$ cat src/hdl/csr_pkg.sv
////////////////////////////////////////
// CSR address and operation encodings, request and control
// structs, register masks and reset values
////////////////////////////////////////

package csr_pkg;

  // Width of every CSR
  localparam int XLEN = 32;

  ////////////////////////////////////////
  // Field positions
  ////////////////////////////////////////

  localparam int MSTATUS_MIE_BIT  = 3;
  localparam int MSTATUS_MPIE_BIT = 7;
  localparam int MSTATUS_MPP_LSB  = 11;

  // MPP is hardwired to machine mode
  localparam logic [1:0] MSTATUS_MPP_M = 2'b11;

  ////////////////////////////////////////
  // Encodings
  ////////////////////////////////////////

  typedef enum logic [1:0] {
    CSR_OP_READ  = 2'b00,
    CSR_OP_WRITE = 2'b01,
    CSR_OP_SET   = 2'b10,
    CSR_OP_CLEAR = 2'b11
  } csr_op_e;

  typedef enum logic [11:0] {
    CSR_MSTATUS  = 12'h300,
    CSR_MIE      = 12'h304,
    CSR_MTVEC    = 12'h305,
    CSR_MSCRATCH = 12'h340,
    CSR_MEPC     = 12'h341,
    CSR_MCAUSE   = 12'h342,
    CSR_MHARTID  = 12'hF14
  } csr_num_e;

  ////////////////////////////////////////
  // Structs
  ////////////////////////////////////////

  // CSR access presented by the write-back stage
  typedef struct packed {
    logic            valid;
    csr_op_e         op;
    csr_num_e        addr;
    logic [XLEN-1:0] wdata;
  } csr_req_t;

  // Command from the controller FSM
  typedef struct packed {
    logic            kill_wb;
    logic            halt_wb;
    logic            csr_save_cause;
    logic            csr_restore_mret;
    logic            cause_irq;
    logic [4:0]      cause_code;
    logic [XLEN-1:0] pipe_pc;
  } ctrl_t;

  // One-hot select of a writable register
  typedef struct packed {
    logic mstatus;
    logic mie;
    logic mtvec;
    logic mscratch;
    logic mepc;
    logic mcause;
  } csr_sel_t;

  ////////////////////////////////////////
  // Masks and reset values
  ////////////////////////////////////////

  localparam logic [XLEN-1:0] MSTATUS_WMASK = 32'h0000_0088;
  localparam logic [XLEN-1:0] MIE_WMASK     = 32'h0000_0888;
  localparam logic [XLEN-1:0] MCAUSE_WMASK  = 32'h8000_001F;
  localparam logic [XLEN-1:0] MEPC_WMASK    = 32'hFFFF_FFFE;
  localparam logic [XLEN-1:0] MTVEC_RESET   = 32'h0000_0100;
  localparam logic [XLEN-1:0] MHARTID_VALUE = 32'h0000_0000;

endpackage

$ cat src/hdl/csr_decode.sv
////////////////////////////////////////
// CSR address decoder and read data mux
////////////////////////////////////////

`timescale 1ns/1ps

module csr_decode (
  input  csr_pkg::csr_num_e           addr_i,
  input  logic [csr_pkg::XLEN-1:0]    mstatus_i,
  input  logic [csr_pkg::XLEN-1:0]    mie_i,
  input  logic [csr_pkg::XLEN-1:0]    mtvec_i,
  input  logic [csr_pkg::XLEN-1:0]    mscratch_i,
  input  logic [csr_pkg::XLEN-1:0]    mepc_i,
  input  logic [csr_pkg::XLEN-1:0]    mcause_i,
  output csr_pkg::csr_sel_t           sel_o,
  output logic                        known_o,
  output logic                        read_only_o,
  output logic [csr_pkg::XLEN-1:0]    rdata_o
);

  import csr_pkg::*;

  // Unknown addresses select nothing and read as zero
  always_comb begin
    sel_o       = '0;
    known_o     = 1'b1;
    read_only_o = 1'b0;
    rdata_o     = '0;
    case (addr_i)
      CSR_MSTATUS: begin
        sel_o.mstatus = 1'b1;
        rdata_o       = mstatus_i;
      end
      CSR_MIE: begin
        sel_o.mie = 1'b1;
        rdata_o   = mie_i;
      end
      CSR_MTVEC: begin
        sel_o.mtvec = 1'b1;
        rdata_o     = mtvec_i;
      end
      CSR_MSCRATCH: begin
        sel_o.mscratch = 1'b1;
        rdata_o        = mscratch_i;
      end
      CSR_MEPC: begin
        sel_o.mepc = 1'b1;
        rdata_o    = mepc_i;
      end
      CSR_MCAUSE: begin
        sel_o.mcause = 1'b1;
        rdata_o      = mcause_i;
      end
      CSR_MHARTID: begin
        // Constant, no storage behind it
        read_only_o = 1'b1;
        rdata_o     = MHARTID_VALUE;
      end
      default: begin
        known_o = 1'b0;
      end
    endcase
  end

endmodule

$ cat src/hdl/csr_write_unit.sv
////////////////////////////////////////
// CSR operation, write intent and illegal access check
////////////////////////////////////////

`timescale 1ns/1ps

module csr_write_unit (
  input  csr_pkg::csr_req_t           req_i,
  input  logic                        kill_wb_i,
  input  logic                        halt_wb_i,
  input  logic                        known_i,
  input  logic                        read_only_i,
  input  logic [csr_pkg::XLEN-1:0]    old_i,
  output logic                        we_o,
  output logic                        illegal_o,
  output logic [csr_pkg::XLEN-1:0]    wdata_o
);

  import csr_pkg::*;

  logic exec;
  logic set_clear;
  logic intent;

  // A killed or halted write-back stage executes nothing
  assign exec = req_i.valid && !kill_wb_i && !halt_wb_i;

  assign set_clear = (req_i.op == CSR_OP_SET) || (req_i.op == CSR_OP_CLEAR);

  // Set or clear with an all-zero operand is treated as a pure read
  assign intent = (req_i.op == CSR_OP_WRITE) || (set_clear && (|req_i.wdata));

  assign illegal_o = exec && (!known_i || (read_only_i && intent));

  assign we_o = exec && intent && known_i && !read_only_i;

  // New value before the register's writable mask
  always_comb begin
    case (req_i.op)
      CSR_OP_WRITE: wdata_o = req_i.wdata;
      CSR_OP_SET:   wdata_o = old_i | req_i.wdata;
      CSR_OP_CLEAR: wdata_o = old_i & ~req_i.wdata;
      default:      wdata_o = old_i;
    endcase
  end

endmodule

$ cat src/hdl/csr_regs.sv
////////////////////////////////////////
// Machine-mode CSR storage with masked writes,
// trap save and mret restore
////////////////////////////////////////

`timescale 1ns/1ps

module csr_regs (
  input  logic                        clk,
  input  logic                        rst_i,
  input  csr_pkg::csr_sel_t           sel_i,
  input  logic                        we_i,
  input  logic [csr_pkg::XLEN-1:0]    wdata_i,
  input  csr_pkg::ctrl_t              ctrl_i,
  output logic [csr_pkg::XLEN-1:0]    mstatus_o,
  output logic [csr_pkg::XLEN-1:0]    mie_o,
  output logic [csr_pkg::XLEN-1:0]    mtvec_o,
  output logic [csr_pkg::XLEN-1:0]    mscratch_o,
  output logic [csr_pkg::XLEN-1:0]    mepc_o,
  output logic [csr_pkg::XLEN-1:0]    mcause_o
);

  import csr_pkg::*;

  logic [XLEN-1:0] mstatus_q;
  logic [XLEN-1:0] mie_q;
  logic [XLEN-1:0] mtvec_q;
  logic [XLEN-1:0] mscratch_q;
  logic [XLEN-1:0] mepc_q;
  logic [XLEN-1:0] mcause_q;

  logic            csr_we;
  logic [XLEN-1:0] mtvec_wr;
  logic [XLEN-1:0] cause_wr;

  ////////////////////////////////////////
  // Write preparation
  ////////////////////////////////////////

  // Trap save and mret both drop a CSR write in the same cycle
  assign csr_we = we_i && !ctrl_i.csr_save_cause && !ctrl_i.csr_restore_mret;

  // Modes 2 and 3 are reserved, so the old mode is kept
  assign mtvec_wr = wdata_i[1] ? {wdata_i[XLEN-1:2], mtvec_q[1:0]} : wdata_i;

  assign cause_wr = {ctrl_i.cause_irq, {(XLEN-6){1'b0}}, ctrl_i.cause_code};

  ////////////////////////////////////////
  // mstatus
  ////////////////////////////////////////

  always_ff @(posedge clk) begin
    if (rst_i) begin
      mstatus_q <= '0;
    end else if (ctrl_i.csr_save_cause) begin
      mstatus_q[MSTATUS_MPIE_BIT] <= mstatus_q[MSTATUS_MIE_BIT];
      mstatus_q[MSTATUS_MIE_BIT]  <= 1'b0;
    end else if (ctrl_i.csr_restore_mret) begin
      mstatus_q[MSTATUS_MIE_BIT]  <= mstatus_q[MSTATUS_MPIE_BIT];
      mstatus_q[MSTATUS_MPIE_BIT] <= 1'b1;
    end else if (csr_we && sel_i.mstatus) begin
      mstatus_q <= wdata_i & MSTATUS_WMASK;
    end
  end

  ////////////////////////////////////////
  // mepc and mcause
  ////////////////////////////////////////

  // Both are loaded together on a trap save
  always_ff @(posedge clk) begin
    if (rst_i) begin
      mepc_q   <= '0;
      mcause_q <= '0;
    end else if (ctrl_i.csr_save_cause) begin
      mepc_q   <= ctrl_i.pipe_pc & MEPC_WMASK;
      mcause_q <= cause_wr & MCAUSE_WMASK;
    end else begin
      if (csr_we && sel_i.mepc) begin
        mepc_q <= wdata_i & MEPC_WMASK;
      end
      if (csr_we && sel_i.mcause) begin
        mcause_q <= wdata_i & MCAUSE_WMASK;
      end
    end
  end

  ////////////////////////////////////////
  // mie, mtvec and mscratch
  ////////////////////////////////////////

  always_ff @(posedge clk) begin
    if (rst_i) begin
      mie_q      <= '0;
      mtvec_q    <= MTVEC_RESET;
      mscratch_q <= '0;
    end else if (csr_we) begin
      if (sel_i.mie) begin
        mie_q <= wdata_i & MIE_WMASK;
      end
      if (sel_i.mtvec) begin
        mtvec_q <= mtvec_wr;
      end
      if (sel_i.mscratch) begin
        mscratch_q <= wdata_i;
      end
    end
  end

  ////////////////////////////////////////
  // Outputs
  ////////////////////////////////////////

  // MPP is not stored and always reads as machine mode
  assign mstatus_o  = mstatus_q | (XLEN'(MSTATUS_MPP_M) << MSTATUS_MPP_LSB);
  assign mie_o      = mie_q;
  assign mtvec_o    = mtvec_q;
  assign mscratch_o = mscratch_q;
  assign mepc_o     = mepc_q;
  assign mcause_o   = mcause_q;

endmodule

$ cat src/hdl/csr_top.sv
////////////////////////////////////////
// Machine-mode CSR file top level
////////////////////////////////////////

`timescale 1ns/1ps

module csr_top (
  input  logic                        clk,
  input  logic                        rst_i,
  input  csr_pkg::csr_req_t           req_i,
  input  csr_pkg::ctrl_t              ctrl_i,
  output logic [csr_pkg::XLEN-1:0]    rdata_o,
  output logic                        illegal_o,
  output logic [csr_pkg::XLEN-1:0]    mtvec_o,
  output logic [csr_pkg::XLEN-1:0]    mepc_o,
  output logic                        irq_en_o
);

  import csr_pkg::*;

  csr_sel_t        sel;
  logic            known;
  logic            read_only;
  logic            we;
  logic [XLEN-1:0] new_val;
  logic [XLEN-1:0] mstatus;
  logic [XLEN-1:0] mie;
  logic [XLEN-1:0] mscratch;
  logic [XLEN-1:0] mcause;

  csr_decode u_decode (
    .addr_i      (req_i.addr),
    .mstatus_i   (mstatus),
    .mie_i       (mie),
    .mtvec_i     (mtvec_o),
    .mscratch_i  (mscratch),
    .mepc_i      (mepc_o),
    .mcause_i    (mcause),
    .sel_o       (sel),
    .known_o     (known),
    .read_only_o (read_only),
    .rdata_o     (rdata_o)
  );

  csr_write_unit u_write_unit (
    .req_i       (req_i),
    .kill_wb_i   (ctrl_i.kill_wb),
    .halt_wb_i   (ctrl_i.halt_wb),
    .known_i     (known),
    .read_only_i (read_only),
    .old_i       (rdata_o),
    .we_o        (we),
    .illegal_o   (illegal_o),
    .wdata_o     (new_val)
  );

  csr_regs u_regs (
    .clk        (clk),
    .rst_i      (rst_i),
    .sel_i      (sel),
    .we_i       (we),
    .wdata_i    (new_val),
    .ctrl_i     (ctrl_i),
    .mstatus_o  (mstatus),
    .mie_o      (mie),
    .mtvec_o    (mtvec_o),
    .mscratch_o (mscratch),
    .mepc_o     (mepc_o),
    .mcause_o   (mcause)
  );

  // Global interrupt enable
  assign irq_en_o = mstatus[MSTATUS_MIE_BIT];

endmodule

$ cat config.mk
export PLATFORM = sky130hd
export DESIGN_NAME = csr_top
export DESIGN_NICKNAME = d
export VERILOG_FILES = /design/src/hdl/csr_pkg.sv /design/src/hdl/csr_decode.sv /design/src/hdl/csr_write_unit.sv /design/src/hdl/csr_regs.sv /design/src/hdl/csr_top.sv
export SDC_FILE = /design/constraint.sdc
export NUM_CORES = 1
export LEC_CHECK = 0
export BUFFER_PORTS_ARGS = -buffer_cell sky130_fd_sc_hd__buf_4
export CAP_MARGIN = 5
export CORE_MARGIN = 2
export CORE_UTILIZATION = 50
export DETAILED_ROUTE_END_ITERATION = 6
export PLACE_DENSITY = 0.79
export SKIP_LAST_GASP = 1
export SLEW_MARGIN = 5
export SYNTH_ARGS = -nofsm -noshare
export SYNTH_HDL_FRONTEND = slang
export SYNTH_SLANG_ARGS = --single-unit
$ cat constraint.sdc
create_clock -name clk -period 2.3 [get_ports clk]
set_input_delay 0.115 -clock clk [delete_from_list [all_inputs] [get_ports clk]]
set_output_delay 0.115 -clock clk [all_outputs]
set_load 0.02 [all_outputs]
Word-level counts from Yosys, hierarchy flattened
Cells that the tools add are included.
W data, S select, Z words.
{"block": "word_totals", "register_bits": 105, "inputBits": 91, "word_cells": 73}
{"block": "classes", "eq_ne": 10, "mux": 18, "n_bitwise": 4, "reduce_logical": 33}
{"op": "$pmux W32 S6", "n": 1}
{"op": "$mux W32", "n": 4}
{"op": "$pmux W32 S3", "n": 1}
{"op": "$eq A12 B10 Y1 const B", "n": 6}
{"op": "$and A32 B32 Y32", "n": 1}
{"op": "$not A32 Y32", "n": 1}
{"op": "$or A32 B32 Y32", "n": 1}
{"op": "$reduce_or A32 Y1", "n": 1}
{"op": "$logic_and A1 B1 Y1", "n": 13}
{"op": "$eq A12 B12 Y1 const B", "n": 1}
{"op": "$mux W1", "n": 11}
{"op": "$mux W8", "n": 1}
{"op": "$reduce_or A7 Y1", "n": 1}
{"op": "$logic_not A1 Y1", "n": 6}
{"op": "$reduce_and A2 Y1", "n": 3}
{"op": "$reduce_bool A2 Y1", "n": 3}
{"op": "$eq A2 B2 Y1 const B", "n": 2}
{"op": "$logic_or A1 B1 Y1", "n": 3}
{"op": "$reduce_and A3 Y1", "n": 1}
{"op": "$reduce_bool A3 Y1", "n": 1}
{"op": "$eq A2 B1 Y1 const B", "n": 1}
{"op": "$reduce_or A2 Y1", "n": 1}
{"op": "$not A1 Y1", "n": 1}

Longest topological paths before layout
{"block": "logic_depth", "ltp_word": 13, "mapped_depth": 10, "ltp_nobuf": 6}

By module
From an unflattened synthesis, not the netlist that was laid out.
{"block": "hier_totals", "hier_cells": 950, "area_unflattened_um2": 7613.6}
{"module": "csr_regs", "instances": 1, "cells_per_inst": 601, "area_per_inst_um2": 5032.3}
{"module": "csr_decode", "instances": 1, "cells_per_inst": 222, "area_per_inst_um2": 1795.5}
{"module": "csr_write_unit", "instances": 1, "cells_per_inst": 127, "area_per_inst_um2": 785.8}

Least setup slack after synthesis
OpenSTA, ideal clock, no wires.
{"block": "synth_timing", "kind": "input port to flip-flop", "start": "input port req_i[45] (netlist name)", "end": "register u_regs.mscratch_q[16], in the netlist u_regs.mscratch_o[16]", "setup_ns": 0.122, "t_arrival_ns": 1.942, "slack_ns": 0.236, "cell_stages": 10, "n_path_buf": 4, "path_cell_list": "buf_2 -> nor4b_1 -> nand4_1 -> o31ai_4 -> or2_0 -> clkbuf_1 -> or3_1 -> buf_4 -> buf_2 -> o2bb2ai_1"}
{"block": "synth_between", "elab_chain_len": 10, "elab_cells_between_ends": 13, "cone_classes": "3 x eq/ne; 1 x mux; 9 x reduce/logical"}
{"element": "start: declaration", "line_no": "csr_top.sv:10", "source": "input csr_pkg::csr_req_t req_i,"}
{"element": "$eq A2 B2 Y1", "line_no": "csr_write_unit.sv:28, csr_write_unit.sv:39"}
{"element": "$logic_or A1 B1 Y1", "line_no": "csr_write_unit.sv:28", "source": "assign set_clear = (req_i.op == CSR_OP_SET) || (req_i.op == CSR_OP_CLEAR);"}
{"element": "$logic_and A1 B1 Y1", "line_no": "csr_write_unit.sv:31", "source": "assign intent = (req_i.op == CSR_OP_WRITE) || (set_clear && (|req_i.wdata));"}
{"element": "$logic_or A1 B1 Y1", "line_no": "csr_write_unit.sv:31"}
{"element": "$logic_and A1 B1 Y1 (3 in a row)", "line_no": "csr_write_unit.sv:35", "source": "assign we_o = exec && intent && known_i && !read_only_i;"}
{"element": "$logic_and A1 B1 Y1 (2 in a row)", "line_no": "csr_regs.sv:41", "source": "assign csr_we = we_i && !ctrl_i.csr_save_cause && !ctrl_i.csr_restore_mret;"}
{"element": "$reduce_and A2 Y1 (no line)"}
{"element": "end signal: assignment", "line_no": "csr_regs.sv:105", "source": "mscratch_q <= wdata_i;"}
{"element": "end: declaration", "line_no": "csr_regs.sv:28", "source": "logic [XLEN-1:0] mscratch_q;"}
Parallel ways exist; a longest one is shown, timed or not.
A chain may end at the register's enable or synchronous reset.

Worst setup path after layout
{"block": "layout_timing", "start": "input port req_i[33] (netlist name)", "end": "output port rdata_o[21] (netlist name)"}
{"block": "layout_between", "elab_chain_len": 2, "elab_cells_between_ends": 7, "cone_classes": "6 x eq/ne; 1 x mux"}
{"element": "$eq A12 B10 Y1", "line_no": "csr_decode.sv:29", "source": "case (addr_i)"}
{"element": "$pmux W32 S6 (*)", "line_no": "csr_decode.sv:29"}
{"element": "end: declaration", "line_no": "csr_top.sv:12", "source": "output logic [csr_pkg::XLEN-1:0] rdata_o,"}
Every way passes the cells marked *; elsewhere a longest branch is shown, timed or not.

==> out/metrics.json <==
{
  "floorplan.initialDensity": {"value": 50.6, "unit": "%"},
  "clkSinkCount": {"value": 105},
  "drt-initial-drc-count": {"value": 866},
  "fill_cells": {"value": 1071},
  "cts_hold_buf": {"value": 0},
  "cpMaxStageDelayCell": {"value": "sky130_fd_sc_hd__or4_1"},
  "holdCritPathClass": {"value": "primary input to register"},
  "htree_levels": {"value": 3},
  "dr_total_vias": {"value": 7281},
  "setup.worst_path.start_class": {"value": "primary input"},
  "max_cap_violations": {"value": 0},
  "synthesis.area_per_instance": {"value": 8.34, "unit": "sq um"},
  "whs": {"value": 0.0436, "unit": "ns"},
  "synth.area.mux_share": {"value": 5.27, "unit": "%"},
  "placementRows": {"value": 41},
  "seq_area_frac_synth": {"value": 33.2, "unit": "%"},
  "placed_area": {"value": 0.00816, "unit": "sq mm"},
  "internal-power": {"value": 3.05, "unit": "mW"},
  "finalNetCount": {"value": 1035},
  "max_ir_drop_vdd": {"value": 0.000333, "unit": "V"},
  "synthesis.area": {"value": 0.00634, "unit": "sq mm"},
  "tritoncts": {"value": "done"},
  "vias_in_the_first_global_route": {"value": 6569},
  "end_kind": {"value": "primary output"},
  "critical_path.n_buffers_inverters": {"value": 5},
  "critPathMaxStageDelay": {"value": 0.51, "unit": "ns"},
  "parity_gate_share_of_the_synthesized_area_counting_xor_and_xnor_cells": {"value": 0.138, "unit": "%"},
  "final_design_utilization": {"value": 67.6, "unit": "%"},
  "drt_pass1_iterations": {"value": 7},
  "total_detailed_routing_wirelength": {"value": 22900, "unit": "um"},
  "grt.overflow.total": {"value": 0},
  "synth_async_sr_flop_share": {"value": 0, "unit": "%"},
  "area_growth_syn_to_layout": {"value": 33.6, "unit": "%"},
  "worstSetupPathType": {"value": "primary input to primary output"},
  "combinational_family_with_the_most_area_after_synthesis": {"value": "compound AO/OA/AOI/OAI gates"},
  "gate_power_share": {"value": 16.3, "unit": "%"},
  "synth_cell_types": {"value": 68},
  "p_switching": {"value": 1.13, "unit": "mW"},
  "violations": {"value": "design-rule violations"},
  "area.sequential": {"value": 0.00210, "unit": "sq mm"},
  "clock_latency": {"value": 0.35, "unit": "ns"},
  "sequentialPowerShare": {"value": 45.4, "unit": "%"},
  "num_antenna_cells": {"value": 0},
  "final-max-slew-violation-count": {"value": 0},
  "run_status": {"value": "complete, but fails checks"},
  "worstPathArrival": {"value": 2.09, "unit": "ns"},
  "total_area_of_multi_input_combinational_cells": {"value": 0.00384, "unit": "sq mm"},
  "number_of_antenna_violating_nets_in_the_routed_design": {"value": 0},
  "gpl.final_weighted_congestion": {"value": 0.962},
  "worst_path_fanout_max": {"value": 16},
  "fraction_of_power_consumed_by_the_clock_network": {"value": 38.3, "unit": "%"},
  "yosysTopAreaCellShare": {"value": 33.2, "unit": "%"},
  "final_design_area_no_fill": {"value": 0.00847, "unit": "sq mm"},
  "worst_ep_required_time": {"value": 2.18, "unit": "ns"},
  "fin_setup_tns": {"value": 0, "unit": "ns"},
  "routed_via_density": {"value": 6.50},
  "cts-buffers-inserted": {"value": 9},
  "sequence_of_cells_on_the_critical_path": {"value": "buf_4 > or4_1 > buf_4 > nor4_4 > buf_4 > buf_12 > nand2_1 > o21ai_0 > buf_4"},
  "syn_inst": {"value": 760},
  "grt_max_degree": {"value": 50},
  "grt_setup_unrepaired": {"value": "false"},
  "layout.cells.most_common": {"value": "sky130_fd_sc_hd__buf_4"},
  "layout-drive-gt1-share": {"value": 30.9, "unit": "%"},
  "design.portCount": {"value": 189},
  "synth_top_cell_by_area": {"value": "sky130_fd_sc_hd__dfxtp_1"},
  "drt-wirelength-per-cell": {"value": 20.5, "unit": "um"},
  "skew": {"value": 0.00803, "unit": "ns"},
  "fmaxAchievable": {"value": 0.453, "unit": "GHz"},
  "synth-adder-area-share": {"value": 0, "unit": "%"},
  "synth_enable_flop_cells": {"value": 0},
  "slew_headroom": {"value": 42.1, "unit": "%"},
  "cts_post_setup_buffers_inserted": {"value": 0},
  "clock_path_buffers": {"value": 2},
  "timing.final.crit_period": {"value": 2.21, "unit": "ns"},
  "power": {"value": 4.19, "unit": "mW"},
  "netSwitchingFraction": {"value": 27.1, "unit": "%"},
  "grt_antenna_before_repair": {"value": 0},
  "chipWidth": {"value": 117, "unit": "um"},
  "grtUsageTotal": {"value": 32.4, "unit": "%"},
  "flip_flop_and_latch_count_after_synthesis": {"value": 105},
  "dp_hpwl": {"value": 15800, "unit": "um"},
  "buffer_ports.inserted": {"value": 185},
  "setup_violations": {"value": 0},
  "clk_transition_reported_paths": {"value": 0.07, "unit": "ns"},
  "mostFrequentLayoutCells": {"value": "sky130_fd_sc_hd__buf_4, sky130_fd_sc_hd__dfxtp_1, sky130_fd_sc_hd__nand2_1"},
  "area_share_of_and_or_nand_nor_cells_after_synthesis": {"value": 21.5, "unit": "%"},
  "remaining_drc_errors": {"value": 8},
  "crit_path_frequent_cell": {"value": "sky130_fd_sc_hd__buf_4"},
  "synth_compound_area_share": {"value": 33.4, "unit": "%"},
  "root_buffer": {"value": "sky130_fd_sc_hd__clkbuf_16"},
  "post-route-period-util": {"value": 96.0, "unit": "%"},
  "synth_flop_cell": {"value": "sky130_fd_sc_hd__dfxtp_1"},
  "cts_repair_resize_count": {"value": 0},
  "fp.dieH": {"value": 117, "unit": "um"},
  "cp_top_family": {"value": "simple AND/OR/NAND/NOR gates"},
  "total_leakage_power": {"value": 3.33, "unit": "nW"},
  "hold_viol": {"value": 0},
  "synth.yosys.warnings": {"value": 0},
  "die_area": {"value": 0.0136, "unit": "sq mm"},
  "fp.coreArea": {"value": 0.0125, "unit": "sq mm"},
  "power_per_cell_area": {"value": 494, "unit": "mW/mm^2"},
  "synth_area_leaders": {"value": "sky130_fd_sc_hd__dfxtp_1, sky130_fd_sc_hd__nand2_1, sky130_fd_sc_hd__mux2i_1"},
  "max_slew.worst_pin.slew": {"value": 0.860, "unit": "ns"},
  "first_pass_grt_wire_length": {"value": 34300, "unit": "um"}
}
flip-flops by register name, summed over array words and instances (netlist names):
| signal | flops |
|---|---|
| u_regs.mscratch_o | 32 |
| u_regs.mie_o | 3 |
| u_regs.mepc_o | 31 |
| u_regs.mstatus_q | 2 |
| u_regs.mtvec_o | 31 |
| u_regs.mcause_o | 6 |
final cells by class:
cell class,instances,share of cell area [%]
clock buffers,12,3.03
clock inverters,4,0.576
inverters,17,0.754
multi-input cells,566,45.4
flip-flops and latches,105,24.8
well taps,172,2.54
repair buffers,245,22.9
cells by family after synthesis:
family	count (synthesis)
flip-flops	105
XOR/XNOR	1
multiplexers	33
AO/OA/AOI/OAI	278
buffers and inverters	90
AND/OR/NAND/NOR	252
other	1
final timing paths:
kind / start / end / slack, ns / cells after the start
setup / recovery: req_i[33] / rdata_o[21] / 0.09 / 9
hold / removal: ctrl_i[11] / u_regs.mepc_o[11] / 0.04 / 3
setup reg to reg: u_regs.mepc_o[2] / u_regs.mepc_o[2] / 0.37 / 6
hold reg to reg: u_regs.mscratch_o[31] / u_regs.mscratch_o[31] / 0.48 / 1
per-layer routing:
| layer | vias up | GRT usage (%) | share of wire (%) |
|---|---|---|---|
| met5 | - | 0 | 0 |
| met4 | 0 | 14.8 | 3.3 |
| met3 | 62 | 5.71 | 10 |
| met2 | 479 | 51.4 | 46 |
| met1 | 3420 | 43.1 | 41 |
| li1 | 3320 | - | - |
through the flow:
stage          setup WS [ns]  cells
2_1_floorplan          0.236    761
3_5_place_dp         -0.0661   1105
5_1_grt              0.00248   1121
4_1_cts               0.0998   1121
6_report              0.0910   1121
3_3_place_gp         0.00855   1105
power by group through the flow:
| stage | Clock (mW) | Sequential, mW | Combinational (mW) |
|---|---|---|---|
| after CTS | 1.60 | 1.90 | 0.671 |
| after detailed placement | 0 | 1.94 | 0.669 |
| final | 1.60 | 1.90 | 0.684 |
| after global placement | 0 | 1.94 | 0.659 |
| after floorplan | 0 | 1.97 | 0.310 |
| after global routing | 1.67 | 1.90 | 0.724 |
synth_stat cells, types with 3 or more instances:
library cell,count
sky130_fd_sc_hd__dfxtp_1,105
sky130_fd_sc_hd__nor4_1,12
sky130_fd_sc_hd__a222oi_1,24
sky130_fd_sc_hd__o21ai_0,51
sky130_fd_sc_hd__buf_6,4
sky130_fd_sc_hd__nand2b_1,4
sky130_fd_sc_hd__clkbuf_1,41
sky130_fd_sc_hd__nand3b_1,28
sky130_fd_sc_hd__a21oi_1,42
sky130_fd_sc_hd__buf_4,5
sky130_fd_sc_hd__o221ai_1,27
sky130_fd_sc_hd__a211oi_1,11
sky130_fd_sc_hd__nand2_1,100
sky130_fd_sc_hd__nor4_4,5
sky130_fd_sc_hd__o2bb2ai_1,33
sky130_fd_sc_hd__mux2i_1,30
sky130_fd_sc_hd__a22o_1,10
sky130_fd_sc_hd__or4_1,3
sky130_fd_sc_hd__a22oi_1,27
sky130_fd_sc_hd__nor2_1,41
sky130_fd_sc_hd__nand3_1,3
sky130_fd_sc_hd__buf_1,4
sky130_fd_sc_hd__and3_1,5
sky130_fd_sc_hd__o22ai_1,4
sky130_fd_sc_hd__o31ai_1,5
sky130_fd_sc_hd__nor3_1,11
sky130_fd_sc_hd__inv_1,17
sky130_fd_sc_hd__or3_1,9
sky130_fd_sc_hd__o211ai_1,3
sky130_fd_sc_hd__mux2_2,3
sky130_fd_sc_hd__a211oi_2,14
sky130_fd_sc_hd__a221oi_1,3
sky130_fd_sc_hd__buf_2,19
sky130_fd_sc_hd__nand4_1,10
sky130_fd_sc_hd__nor2b_1,4
worst register-to-register path: cells and delay by family, from the launching register on:
kind             cells  cell delay [ns]
flip-flops           1             0.37
AO/OA/AOI/OAI        4             1.15
AND/OR/NAND/NOR      2             0.34
No activity file was read; power rests on OpenSTA's default activity.
